[src/rtl/iq_pkg.sv]
`default_nettype none

package iq_pkg;

    // operand, result and ROB tag widths
    localparam int XLEN  = 32;
    localparam int TAG_W = 4;

    // APB side of the CSR block
    localparam int APB_AW = 8;
    localparam int APB_DW = 32;

    // ----------------------------------------------------------------------
    // integer ALU opcodes
    // ----------------------------------------------------------------------
    // shifts take the low 5 bits of operand b
    // slt is a signed compare, result is 1 or 0
    typedef enum logic [2:0] {
        ALU_ADD = 3'd0,
        ALU_SUB = 3'd1,
        ALU_AND = 3'd2,
        ALU_OR  = 3'd3,
        ALU_XOR = 3'd4,
        ALU_SLL = 3'd5,
        ALU_SRL = 3'd6,
        ALU_SLT = 3'd7
    } alu_op_e;

    // ----------------------------------------------------------------------
    // CSR byte addresses
    // ----------------------------------------------------------------------
    // bit 0 issue enable, bit 1 flush command
    localparam logic [APB_AW-1:0] CSR_CTRL   = 8'h00;
    // queue occupancy, read only
    localparam logic [APB_AW-1:0] CSR_STATUS = 8'h04;
    // issued instruction count
    localparam logic [APB_AW-1:0] CSR_ISSUED = 8'h08;

endpackage

`default_nettype wire

[src/rtl/alu_issue_queue.sv]
`default_nettype none

module alu_issue_queue #(
    parameter int IQ_SIZE  = 4,
    parameter int AGE_BITS = 3
) (
    input  logic                             clk,
    input  logic                             rst_i,
    input  logic                             issue_en_i,
    input  logic                             flush_i,
    input  logic                             dispatch_valid_i,
    input  iq_pkg::alu_op_e                  dispatch_op_i,
    input  logic [iq_pkg::TAG_W-1:0]         dispatch_tag_i,
    input  logic [iq_pkg::XLEN-1:0]          src_a_i,
    input  logic [iq_pkg::XLEN-1:0]          src_b_i,
    input  logic                             src_a_rdy_i,
    input  logic                             src_b_rdy_i,
    input  logic [iq_pkg::TAG_W-1:0]         src_a_tag_i,
    input  logic [iq_pkg::TAG_W-1:0]         src_b_tag_i,
    input  logic                             cdb_valid_i,
    input  logic [iq_pkg::TAG_W-1:0]         cdb_tag_i,
    input  logic [iq_pkg::XLEN-1:0]          cdb_data_i,
    input  logic                             result_ready_i,
    output logic                             dispatch_ready_o,
    output logic                             result_valid_o,
    output logic [iq_pkg::TAG_W-1:0]         result_tag_o,
    output logic [iq_pkg::XLEN-1:0]          result_data_o,
    output logic [$clog2(IQ_SIZE+1)-1:0]     occupancy_o,
    output logic                             issue_fire_o
);
    import iq_pkg::*;

    localparam int IDX_W = $clog2(IQ_SIZE);
    localparam int OCC_W = $clog2(IQ_SIZE + 1);

    logic [IQ_SIZE-1:0] busy, ready, free, fill, grant, clear;
    logic               grant_valid, accept, issue_fire, fwd_valid;
    logic [IDX_W-1:0]   grant_idx;
    alu_op_e            ent_op  [IQ_SIZE];
    logic [TAG_W-1:0]   ent_tag [IQ_SIZE];
    logic [XLEN-1:0]    ent_opa [IQ_SIZE];
    logic [XLEN-1:0]    ent_opb [IQ_SIZE];
    logic [XLEN-1:0]    alu_res;
    logic               res_valid_q;
    logic [TAG_W-1:0]   res_tag_q;
    logic [XLEN-1:0]    res_data_q;

    // ----------------------------------------------------------------------
    // allocation and issue control
    // ----------------------------------------------------------------------
    assign free             = ~busy;
    assign dispatch_ready_o = |free;
    assign accept           = dispatch_valid_i & dispatch_ready_o & ~flush_i;
    // lowest free slot
    assign fill             = accept ? (free & (~free + 1'b1)) : '0;
    assign issue_fire       = issue_en_i & grant_valid & ~flush_i
                              & (~res_valid_q | result_ready_i);
    assign clear            = issue_fire ? grant : '0;
    // drained result doubles as the second wakeup bus
    assign fwd_valid        = res_valid_q & result_ready_i;
    assign occupancy_o      = OCC_W'($countones(busy));
    assign issue_fire_o     = issue_fire;

    for (genvar i = 0; i < IQ_SIZE; i++) begin : g_entry
        iq_entry u_entry (
            .clk(clk), .rst_i(rst_i), .flush_i(flush_i), .fill_i(fill[i]), .clear_i(clear[i]),
            .op_i(dispatch_op_i), .tag_i(dispatch_tag_i),
            .src_a_i(src_a_i), .src_b_i(src_b_i),
            .src_a_rdy_i(src_a_rdy_i), .src_b_rdy_i(src_b_rdy_i),
            .src_a_tag_i(src_a_tag_i), .src_b_tag_i(src_b_tag_i),
            .cdb_valid_i(cdb_valid_i), .cdb_tag_i(cdb_tag_i), .cdb_data_i(cdb_data_i),
            .fwd_valid_i(fwd_valid), .fwd_tag_i(res_tag_q), .fwd_data_i(res_data_q),
            .busy_o(busy[i]), .ready_o(ready[i]), .op_o(ent_op[i]), .tag_o(ent_tag[i]),
            .opa_o(ent_opa[i]), .opb_o(ent_opb[i])
        );
    end

    iq_age_select #(.IQ_SIZE(IQ_SIZE), .AGE_BITS(AGE_BITS)) u_age_select (
        .clk(clk), .rst_i(rst_i), .fill_i(fill), .ready_i(ready),
        .grant_o(grant), .grant_valid_o(grant_valid)
    );

    // ----------------------------------------------------------------------
    // execute and result stage
    // ----------------------------------------------------------------------
    always_comb begin
        grant_idx = '0;
        for (int i = 0; i < IQ_SIZE; i++) begin
            if (grant[i]) begin
                grant_idx = IDX_W'(i);
            end
        end
    end

    int_alu u_alu (
        .op_i(ent_op[grant_idx]), .a_i(ent_opa[grant_idx]), .b_i(ent_opb[grant_idx]),
        .res_o(alu_res)
    );

    always_ff @(posedge clk) begin
        if (rst_i || flush_i) begin
            res_valid_q <= 1'b0;
        end else if (issue_fire) begin
            res_valid_q <= 1'b1;
        end else if (result_ready_i) begin
            res_valid_q <= 1'b0;
        end
    end

    // held while the consumer stalls
    always_ff @(posedge clk) begin
        if (issue_fire) begin
            res_tag_q  <= ent_tag[grant_idx];
            res_data_q <= alu_res;
        end
    end

    assign result_valid_o = res_valid_q;
    assign result_tag_o   = res_tag_q;
    assign result_data_o  = res_data_q;

endmodule

`default_nettype wire

[src/rtl/alu_issue_top.sv]
`default_nettype none

module alu_issue_top #(
    parameter int IQ_SIZE  = 4,
    parameter int AGE_BITS = 3
) (
    input  logic                      clk,
    input  logic                      rst_i,
    input  logic                      dispatch_valid_i,
    input  iq_pkg::alu_op_e           dispatch_op_i,
    input  logic [iq_pkg::TAG_W-1:0]  dispatch_tag_i,
    input  logic [iq_pkg::XLEN-1:0]   src_a_i,
    input  logic [iq_pkg::XLEN-1:0]   src_b_i,
    input  logic                      src_a_rdy_i,
    input  logic                      src_b_rdy_i,
    input  logic [iq_pkg::TAG_W-1:0]  src_a_tag_i,
    input  logic [iq_pkg::TAG_W-1:0]  src_b_tag_i,
    output logic                      dispatch_ready_o,
    input  logic                      cdb_valid_i,
    input  logic [iq_pkg::TAG_W-1:0]  cdb_tag_i,
    input  logic [iq_pkg::XLEN-1:0]   cdb_data_i,
    output logic                      result_valid_o,
    output logic [iq_pkg::TAG_W-1:0]  result_tag_o,
    output logic [iq_pkg::XLEN-1:0]   result_data_o,
    input  logic                      result_ready_i,
    input  logic                      psel_i,
    input  logic                      penable_i,
    input  logic                      pwrite_i,
    input  logic [iq_pkg::APB_AW-1:0] paddr_i,
    input  logic [iq_pkg::APB_DW-1:0] pwdata_i,
    output logic [iq_pkg::APB_DW-1:0] prdata_o
);

    logic                         issue_en;
    logic                         flush;
    logic                         issue_fire;
    logic [$clog2(IQ_SIZE+1)-1:0] occupancy;

    alu_issue_queue #(.IQ_SIZE(IQ_SIZE), .AGE_BITS(AGE_BITS)) u_queue (
        .clk(clk), .rst_i(rst_i), .issue_en_i(issue_en), .flush_i(flush),
        .dispatch_valid_i(dispatch_valid_i), .dispatch_op_i(dispatch_op_i),
        .dispatch_tag_i(dispatch_tag_i), .src_a_i(src_a_i), .src_b_i(src_b_i),
        .src_a_rdy_i(src_a_rdy_i), .src_b_rdy_i(src_b_rdy_i),
        .src_a_tag_i(src_a_tag_i), .src_b_tag_i(src_b_tag_i),
        .cdb_valid_i(cdb_valid_i), .cdb_tag_i(cdb_tag_i), .cdb_data_i(cdb_data_i),
        .result_ready_i(result_ready_i), .dispatch_ready_o(dispatch_ready_o),
        .result_valid_o(result_valid_o), .result_tag_o(result_tag_o),
        .result_data_o(result_data_o), .occupancy_o(occupancy), .issue_fire_o(issue_fire)
    );

    iq_csr_apb #(.IQ_SIZE(IQ_SIZE)) u_csr (
        .clk(clk), .rst_i(rst_i), .psel_i(psel_i), .penable_i(penable_i),
        .pwrite_i(pwrite_i), .paddr_i(paddr_i), .pwdata_i(pwdata_i),
        .occupancy_i(occupancy), .issue_fire_i(issue_fire), .prdata_o(prdata_o),
        .issue_en_o(issue_en), .flush_o(flush)
    );

endmodule

`default_nettype wire

[src/rtl/int_alu.sv]
`default_nettype none

module int_alu (
    input  iq_pkg::alu_op_e         op_i,
    input  logic [iq_pkg::XLEN-1:0] a_i,
    input  logic [iq_pkg::XLEN-1:0] b_i,
    output logic [iq_pkg::XLEN-1:0] res_o
);
    import iq_pkg::*;

    localparam int SHAMT_W = $clog2(XLEN);

    logic [SHAMT_W-1:0] shamt;
    logic               lt;

    // only the low bits of b set the shift distance
    assign shamt = b_i[SHAMT_W-1:0];
    assign lt    = $signed(a_i) < $signed(b_i);

    always_comb begin
        case (op_i)
            ALU_ADD: begin
                res_o = a_i + b_i;
            end
            ALU_SUB: begin
                res_o = a_i - b_i;
            end
            ALU_AND: begin
                res_o = a_i & b_i;
            end
            ALU_OR: begin
                res_o = a_i | b_i;
            end
            ALU_XOR: begin
                res_o = a_i ^ b_i;
            end
            ALU_SLL: begin
                res_o = a_i << shamt;
            end
            ALU_SRL: begin
                res_o = a_i >> shamt;
            end
            ALU_SLT: begin
                res_o = {{(XLEN-1){1'b0}}, lt};
            end
            default: begin
                res_o = '0;
            end
        endcase
    end

endmodule

`default_nettype wire

[src/rtl/iq_age_select.sv]
`default_nettype none

module iq_age_select #(
    parameter int IQ_SIZE  = 4,
    parameter int AGE_BITS = 3
) (
    input  logic               clk,
    input  logic               rst_i,
    input  logic [IQ_SIZE-1:0] fill_i,
    input  logic [IQ_SIZE-1:0] ready_i,
    output logic [IQ_SIZE-1:0] grant_o,
    output logic               grant_valid_o
);

    logic [AGE_BITS-1:0] age_q [IQ_SIZE];
    logic [AGE_BITS-1:0] best_age;
    logic                found;

    // ----------------------------------------------------------------------
    // age counters
    // ----------------------------------------------------------------------
    // restart on fill, stick at the top value
    always_ff @(posedge clk) begin
        for (int i = 0; i < IQ_SIZE; i++) begin
            if (rst_i || fill_i[i]) begin
                age_q[i] <= '0;
            end else if (age_q[i] != {AGE_BITS{1'b1}}) begin
                age_q[i] <= age_q[i] + 1'b1;
            end
        end
    end

    // ----------------------------------------------------------------------
    // oldest ready pick
    // ----------------------------------------------------------------------
    // strict compare keeps the lower index on a tie
    always_comb begin
        grant_o  = '0;
        found    = 1'b0;
        best_age = '0;
        for (int i = 0; i < IQ_SIZE; i++) begin
            if (ready_i[i] && (!found || (age_q[i] > best_age))) begin
                grant_o    = '0;
                grant_o[i] = 1'b1;
                found      = 1'b1;
                best_age   = age_q[i];
            end
        end
    end

    assign grant_valid_o = found;

endmodule

`default_nettype wire

[src/rtl/iq_csr_apb.sv]
`default_nettype none

module iq_csr_apb #(
    parameter int IQ_SIZE = 4
) (
    input  logic                          clk,
    input  logic                          rst_i,
    input  logic                          psel_i,
    input  logic                          penable_i,
    input  logic                          pwrite_i,
    input  logic [iq_pkg::APB_AW-1:0]     paddr_i,
    input  logic [iq_pkg::APB_DW-1:0]     pwdata_i,
    input  logic [$clog2(IQ_SIZE+1)-1:0]  occupancy_i,
    input  logic                          issue_fire_i,
    output logic [iq_pkg::APB_DW-1:0]     prdata_o,
    output logic                          issue_en_o,
    output logic                          flush_o
);
    import iq_pkg::*;

    localparam int OCC_W = $clog2(IQ_SIZE + 1);
    localparam int CNT_W = 16;

    logic             wr_en;
    logic             issue_en_q;
    logic             flush_q;
    logic [CNT_W-1:0] issued_q;

    // zero wait states, write lands at the access edge
    assign wr_en = psel_i & penable_i & pwrite_i;

    always_ff @(posedge clk) begin
        if (rst_i) begin
            issue_en_q <= 1'b0;
            flush_q    <= 1'b0;
            issued_q   <= '0;
        end else begin
            // flush is a single cycle pulse
            flush_q <= wr_en && (paddr_i == CSR_CTRL) && pwdata_i[1];
            if (wr_en && (paddr_i == CSR_CTRL)) begin
                issue_en_q <= pwdata_i[0];
            end
            if (wr_en && (paddr_i == CSR_ISSUED)) begin
                issued_q <= '0;
            end else if (issue_fire_i) begin
                issued_q <= issued_q + 1'b1;
            end
        end
    end

    // read mux
    always_comb begin
        prdata_o = '0;
        if (psel_i && !pwrite_i) begin
            case (paddr_i)
                CSR_CTRL:   prdata_o[0]         = issue_en_q;
                CSR_STATUS: prdata_o[OCC_W-1:0] = occupancy_i;
                CSR_ISSUED: prdata_o[CNT_W-1:0] = issued_q;
                default:    prdata_o            = '0;
            endcase
        end
    end

    assign issue_en_o = issue_en_q;
    assign flush_o    = flush_q;

endmodule

`default_nettype wire

[src/rtl/iq_entry.sv]
`default_nettype none

module iq_entry (
    input  logic                     clk,
    input  logic                     rst_i,
    input  logic                     flush_i,
    input  logic                     fill_i,
    input  logic                     clear_i,
    input  iq_pkg::alu_op_e          op_i,
    input  logic [iq_pkg::TAG_W-1:0] tag_i,
    input  logic [iq_pkg::XLEN-1:0]  src_a_i,
    input  logic [iq_pkg::XLEN-1:0]  src_b_i,
    input  logic                     src_a_rdy_i,
    input  logic                     src_b_rdy_i,
    input  logic [iq_pkg::TAG_W-1:0] src_a_tag_i,
    input  logic [iq_pkg::TAG_W-1:0] src_b_tag_i,
    input  logic                     cdb_valid_i,
    input  logic [iq_pkg::TAG_W-1:0] cdb_tag_i,
    input  logic [iq_pkg::XLEN-1:0]  cdb_data_i,
    input  logic                     fwd_valid_i,
    input  logic [iq_pkg::TAG_W-1:0] fwd_tag_i,
    input  logic [iq_pkg::XLEN-1:0]  fwd_data_i,
    output logic                     busy_o,
    output logic                     ready_o,
    output iq_pkg::alu_op_e          op_o,
    output logic [iq_pkg::TAG_W-1:0] tag_o,
    output logic [iq_pkg::XLEN-1:0]  opa_o,
    output logic [iq_pkg::XLEN-1:0]  opb_o
);
    import iq_pkg::*;

    logic             busy_q;
    alu_op_e          op_q;
    logic [TAG_W-1:0] tag_q;
    logic             a_rdy_q;
    logic             b_rdy_q;
    logic [TAG_W-1:0] a_tag_q;
    logic [TAG_W-1:0] b_tag_q;
    logic [XLEN-1:0]  opa_q;
    logic [XLEN-1:0]  opb_q;
    // {ready, value} after this cycle's broadcasts
    logic [XLEN:0]    a_next;
    logic [XLEN:0]    b_next;

    // pending source picks up data from cdb first, then the own result bus
    function automatic logic [XLEN:0] wake(input logic             rdy,
                                           input logic [TAG_W-1:0] src_tag,
                                           input logic [XLEN-1:0]  val);
        logic [XLEN:0] res;
        res = {rdy, val};
        if (!rdy && cdb_valid_i && (cdb_tag_i == src_tag)) begin
            res = {1'b1, cdb_data_i};
        end else if (!rdy && fwd_valid_i && (fwd_tag_i == src_tag)) begin
            res = {1'b1, fwd_data_i};
        end
        return res;
    endfunction

    // on fill the dispatch fields are checked against the buses too
    always_comb begin
        a_next = fill_i ? wake(src_a_rdy_i, src_a_tag_i, src_a_i) : wake(a_rdy_q, a_tag_q, opa_q);
        b_next = fill_i ? wake(src_b_rdy_i, src_b_tag_i, src_b_i) : wake(b_rdy_q, b_tag_q, opb_q);
    end

    always_ff @(posedge clk) begin
        if (rst_i || flush_i || clear_i) begin
            busy_q <= 1'b0;
        end else if (fill_i) begin
            busy_q <= 1'b1;
        end
    end

    always_ff @(posedge clk) begin
        if (fill_i) begin
            op_q    <= op_i;
            tag_q   <= tag_i;
            a_tag_q <= src_a_tag_i;
            b_tag_q <= src_b_tag_i;
        end
        if (fill_i || busy_q) begin
            {a_rdy_q, opa_q} <= a_next;
            {b_rdy_q, opb_q} <= b_next;
        end
    end

    assign busy_o  = busy_q;
    assign ready_o = busy_q & a_rdy_q & b_rdy_q;
    assign op_o    = op_q;
    assign tag_o   = tag_q;
    assign opa_o   = opa_q;
    assign opb_o   = opb_q;

endmodule

`default_nettype wire

[config.mk]
export PLATFORM = sky130hd
export DESIGN_NAME = alu_issue_top
export DESIGN_NICKNAME = d
export VERILOG_FILES = /design/src/rtl/iq_pkg.sv /design/src/rtl/alu_issue_queue.sv /design/src/rtl/alu_issue_top.sv /design/src/rtl/int_alu.sv /design/src/rtl/iq_age_select.sv /design/src/rtl/iq_csr_apb.sv /design/src/rtl/iq_entry.sv
export SDC_FILE = /design/constraint.sdc
export NUM_CORES = 1
export LEC_CHECK = 0
export ABC_AREA = 1
export BUFFER_PORTS_ARGS = -buffer_cell sky130_fd_sc_hd__buf_2
export CORE_MARGIN = 1
export CORE_UTILIZATION = 50
export CTS_CLUSTER_SIZE = 40
export DETAILED_ROUTE_END_ITERATION = 8
export GPL_TIMING_DRIVEN = 1
export PLACE_DENSITY = 0.67
export SYNTH_ARGS = -nofsm -noshare
export SYNTH_HDL_FRONTEND = slang
export SYNTH_SLANG_ARGS = --single-unit
[constraint.sdc]
create_clock -name clk -period 13.1 [get_ports clk]
set_clock_uncertainty 0.2 [all_clocks]
set_input_delay 1.31 -clock clk [delete_from_list [all_inputs] [get_ports clk]]
set_output_delay 1.31 -clock clk [all_outputs]
set_load 0.05 [all_outputs]
==> impl_metrics.py <==
metrics = {
    "cells_and_area": {
        "num-nets-final": 4544,
        "layout.area.seq_um2": 11600,
        "layout-area-overhead-vs-synth_pct": 8.52,
        "multiInputGateArea_um2": 17100,
        "final_util_pct": 55.0,
        "fill_cell_count": 5999,
        "drive_above_1_share_pct": 9.04,
    },
    "pwr": {
        "p_leak_nw": 14.6,
        "comb_power_share_pct": 23.9,
        "p_int_mw": 2.49,
        "switchingPower_mw": 1.22,
        "p_clk_share_pct": 37.3,
        "max-vdd-ir-drop_mv": 0.113,
        "power.density_nw_per_um2": 109,
        "sw_frac_of_total_pct": 32.8,
        "power.share.sequential_pct": 38.8,
    },
    "routing": {
        "finalWirelength_um": 126000,
        "detailroute.via_count": 31600,
        "post_route_drc_violation_count": 0,
        "route.antenna.remaining_nets": 0,
        "wl_per_cell_um": 24.6,
        "1st_pass_router_iterations": 6,
        "detailedRoute.firstIterationViolations": 3932,
        "via_per_inst": 6.16,
    },
    "worst_setup_path": {
        "setup.worst_path.start_class": "flip-flop",
        "cell_occurring_most_often_along_the_worst_timing_path": "sky130_fd_sc_hd__nand2_1",
        "critical_path_peak_fanout": 45,
        "worstSetupStartpoint": "u_queue.g_entry[0].u_entry.busy_o",
        "timing.critical_path.required_ps": 13250,
        "r2r-end": "u_queue.result_data_o[14]",
        "slowest_delay_ps": 610,
        "critPathSlowestCell": "sky130_fd_sc_hd__nand2_2",
        "rrSetupSlack_ps": 2840,
        "critical_path.endpoint_type": "flip-flop",
        "cp_arrival_ps": 10420,
        "endpoint": "u_queue.result_data_o[14]",
        "ff2ff_path_depth": 49,
        "path_class": "reg2reg",
        "r2r_start": "u_queue.g_entry[0].u_entry.busy_o",
    },
    "cts": {
        "cts_sinks": 395,
        "cts_resized": 0,
        "cts-buffers-inserted": 46,
        "clock_path_buffers": 3,
        "hold_buffers": 0,
        "clock_insertion_delay_worst_skew_ps": 620,
        "tritoncts_clock_tree": "yes",
        "cts_root_buf": "sky130_fd_sc_hd__clkbuf_16",
        "cts_setup_buffers": 0,
        "clk_pin_slew_worst_paths_ps": 60,
        "h-tree-depth": 2,
    },
    "global_routing": {
        "grt_max_degree": 100,
        "first_global_vias": 28400,
        "number_of_antenna_violations_at_the_first_check_in_global_routing": 13,
        "grt_pass1_wl_um": 184000,
        "tot_gr_track_use_pct": 39.0,
        "globalRoute.totalOverflow": 0,
    },
    "die": {
        "die_y_um": 252,
        "ioPinCount": 235,
        "core_area_um2": 61800,
        "effective_utilization_at_floorplan_pct": 50.7,
        "die_area_um2": 63700,
        "chipWidth_um": 252,
        "num_rows": 91,
    },
    "placed_design": {
        "dp_hpwl_um": 88200,
        "gp_congestion": 1.02,
        "io_buffer_count": 188,
    },
    "sta": {
        "worstMarginPinSlew_ps": 1160,
        "report.final.hold_viol_count": 0,
        "finalSetupTns_ps": 0,
        "rsz_0062_raised_after_global_routing": "false",
        "fin_crit_sh_pct": 78.4,
        "clock.fmax_mhz": 97.4,
        "max_slew_violation_count": 0,
        "setup_viol": 0,
        "min_period_ps": 10260,
        "worst_slew_slack_as_a_fraction_of_its_limit_pct": 22.7,
    },
    "status": {
        "outcome": "finished clean",
    },
    "yosys": {
        "synthesis.area_um2": 31300,
        "synth.ff_latch_count": 395,
        "ys.flop_type": "sky130_fd_sc_hd__edfxtp_1",
        "synth_enable_flop_cells": 372,
        "synthCells": 4285,
        "sequential_element_share_of_the_synthesized_area_pct": 37.1,
        "postSynth.asyncResetShare_pct": 0,
        "netlist-cell-type-count": 58,
        "ys.warnings.count": 0,
        "synth_area_per_cell_um2": 7.31,
    },
    "worst_hold_path": {
        "hp-class": "reg2reg",
    },
    "flow_run": {
        "max_cap_viol_count": 0,
    },
}
[routing by layer]
layer | track usage, % | routed length [µm] | share of wire, %
met1 | 51.3 | 49900 | 40
met2 | 60.0 | 55400 | 44
met3 | 6.77 | 12200 | 9.7
met4 | 24.0 | 8770 | 6.9
met5 | 0 | 55 | 0.044
[synth_stat cells, types with 12 or more instances]
cell type                  count  area share [%]
sky130_fd_sc_hd__nand3_1     390             6.2
sky130_fd_sc_hd__edfxtp_1    372              36
sky130_fd_sc_hd__nand2_2      23            0.46
sky130_fd_sc_hd__nor4_1       14            0.28
sky130_fd_sc_hd__buf_1        19            0.23
sky130_fd_sc_hd__inv_1       291             3.5
sky130_fd_sc_hd__xor2_1       46             1.3
sky130_fd_sc_hd__o21ai_1      24            0.38
sky130_fd_sc_hd__a221oi_1     14            0.39
sky130_fd_sc_hd__nand4_1      28            0.56
sky130_fd_sc_hd__dfxtp_1      23             1.5
sky130_fd_sc_hd__nor2_1      219             2.6
sky130_fd_sc_hd__o211ai_1    265             6.4
sky130_fd_sc_hd__o21ai_0     522             8.3
sky130_fd_sc_hd__inv_2        14            0.17
sky130_fd_sc_hd__clkinv_1     37            0.44
sky130_fd_sc_hd__buf_4        27            0.65
sky130_fd_sc_hd__nand2_1    1131              14
sky130_fd_sc_hd__nand3b_1     14            0.34
sky130_fd_sc_hd__nor3_1       40            0.64
sky130_fd_sc_hd__a21oi_1     191             3.1
sky130_fd_sc_hd__mux2i_1      40             1.3
sky130_fd_sc_hd__buf_2        60            0.96
sky130_fd_sc_hd__clkbuf_1    212             2.5
sky130_fd_sc_hd__o22ai_1      32            0.64
sky130_fd_sc_hd__ha_1        120             4.8
sky130_fd_sc_hd__xnor2_1      12            0.34
[critical path, delay by kind of cell, from the launching register on]
kind,cells,cell delay [ps]
AOI/OAI and AO/OA,10,1490
xor gates and xnor gates,1,110
adders and majority gates,4,1430
buffers and inverters,9,2020
DFF,1,570
and+or+nand+nor,25,4080
[per-stage QoR]
step / hold WS (ps) / instance area [µm²] / std cells / setup WS (ps) / total power, mW
5_1_grt: 297 / 34000 / 5133 / 2210 / 3.83
2_1_floorplan: 226 / 31400 / 4300 / 5760 / 2.05
6_report: 257 / 34000 / 5135 / 2840 / 3.70
3_5_place_dp: 249 / 32400 / 5045 / 3090 / 2.32
3_3_place_gp: 240 / 32400 / 5045 / 3160 / 2.31
4_1_cts: 260 / 34000 / 5131 / 3010 / 3.68
[worst min path at each step]
stage	from	to	slack (ps)	cells after the start
detailed placement	u_csr.issued_q[14]	u_csr.issued_q[14]	250	1
finish	u_csr.issued_q[14]	u_csr.issued_q[14]	260	1
floorplan	u_csr.issued_q[15]	u_csr.issued_q[15]	230	1
CTS	u_csr.issued_q[14]	u_csr.issued_q[14]	260	1
global route	u_csr.issued_q[14]	u_csr.issued_q[14]	300	1
global placement	u_csr.issued_q[14]	u_csr.issued_q[14]	240	1
[cells in the final DEF (no fill, tap or decap), types with 23 or more instances in the layout]
master,instances
sky130_fd_sc_hd__o22ai_1,32
sky130_fd_sc_hd__buf_4,50
sky130_fd_sc_hd__o21ai_0,522
sky130_fd_sc_hd__edfxtp_1,372
sky130_fd_sc_hd__xor2_1,46
sky130_fd_sc_hd__mux2i_1,40
sky130_fd_sc_hd__o211ai_1,265
sky130_fd_sc_hd__nand2_1,1125
sky130_fd_sc_hd__dfxtp_1,23
sky130_fd_sc_hd__a21oi_1,191
sky130_fd_sc_hd__nor3_1,39
sky130_fd_sc_hd__inv_1,287
sky130_fd_sc_hd__buf_2,188
sky130_fd_sc_hd__clkinv_1,47
sky130_fd_sc_hd__nand2_2,28
sky130_fd_sc_hd__ha_1,120
sky130_fd_sc_hd__o21ai_1,24
sky130_fd_sc_hd__nand3_1,384
sky130_fd_sc_hd__nor2_1,218
sky130_fd_sc_hd__clkbuf_16,46
sky130_fd_sc_hd__nand4_1,28
[logic make-up after synthesis]
family | count (synthesis) | share of synthesized area, %
adder cells (fa/ha/maj) | 123 | 4.98
XOR/XNOR | 58 | 1.62
flip-flops | 395 | 37.1
AO/OA/AOI/OAI | 1107 | 20.7
other | 1 | 0.0120
multiplexers | 40 | 1.28
AND/OR/NAND/NOR | 1888 | 25.4
buffers and inverters | 673 | 8.90
[sequential cells by signal, summed over array words and instances, names as in the netlist, 12 cells and up]
| name | flops |
|---|---|
| u_queue.result_data_o | 32 |
| u_queue.g_entry.u_entry.opa_o | 128 |
| u_queue.g_entry.u_entry.a_tag_q | 16 |
| u_csr.issued_q | 16 |
| u_queue.g_entry.u_entry.opb_o | 128 |
| u_queue.g_entry.u_entry.op_o | 12 |
| u_queue.u_age_select.age_q | 12 |
| u_queue.g_entry.u_entry.tag_o | 16 |
| u_queue.g_entry.u_entry.b_tag_q | 16 |
[layout make-up]
class	instances	share of cell area (%)
antenna	4	0.0294
clock buffer	52	3.51
clock inverter	34	1.21
inverter	343	3.81
multi-input combinational	3232	50.3
sequential	395	34.2
tap	837	3.08
timing repair buffer	238	3.87
[power by group through the flow]
| stage | registers [mW] | logic (mW) | clock network (mW) |
|---|---|---|---|
| after floorplan | 1.46 | 0.591 | 0 |
| after global placement | 1.46 | 0.853 | 0 |
| after detailed placement | 1.46 | 0.855 | 0 |
| after CTS | 1.44 | 0.859 | 1.38 |
| after global routing | 1.44 | 0.957 | 1.44 |
| final | 1.44 | 0.884 | 1.38 |
No activity file was read; power rests on OpenSTA's default activity.
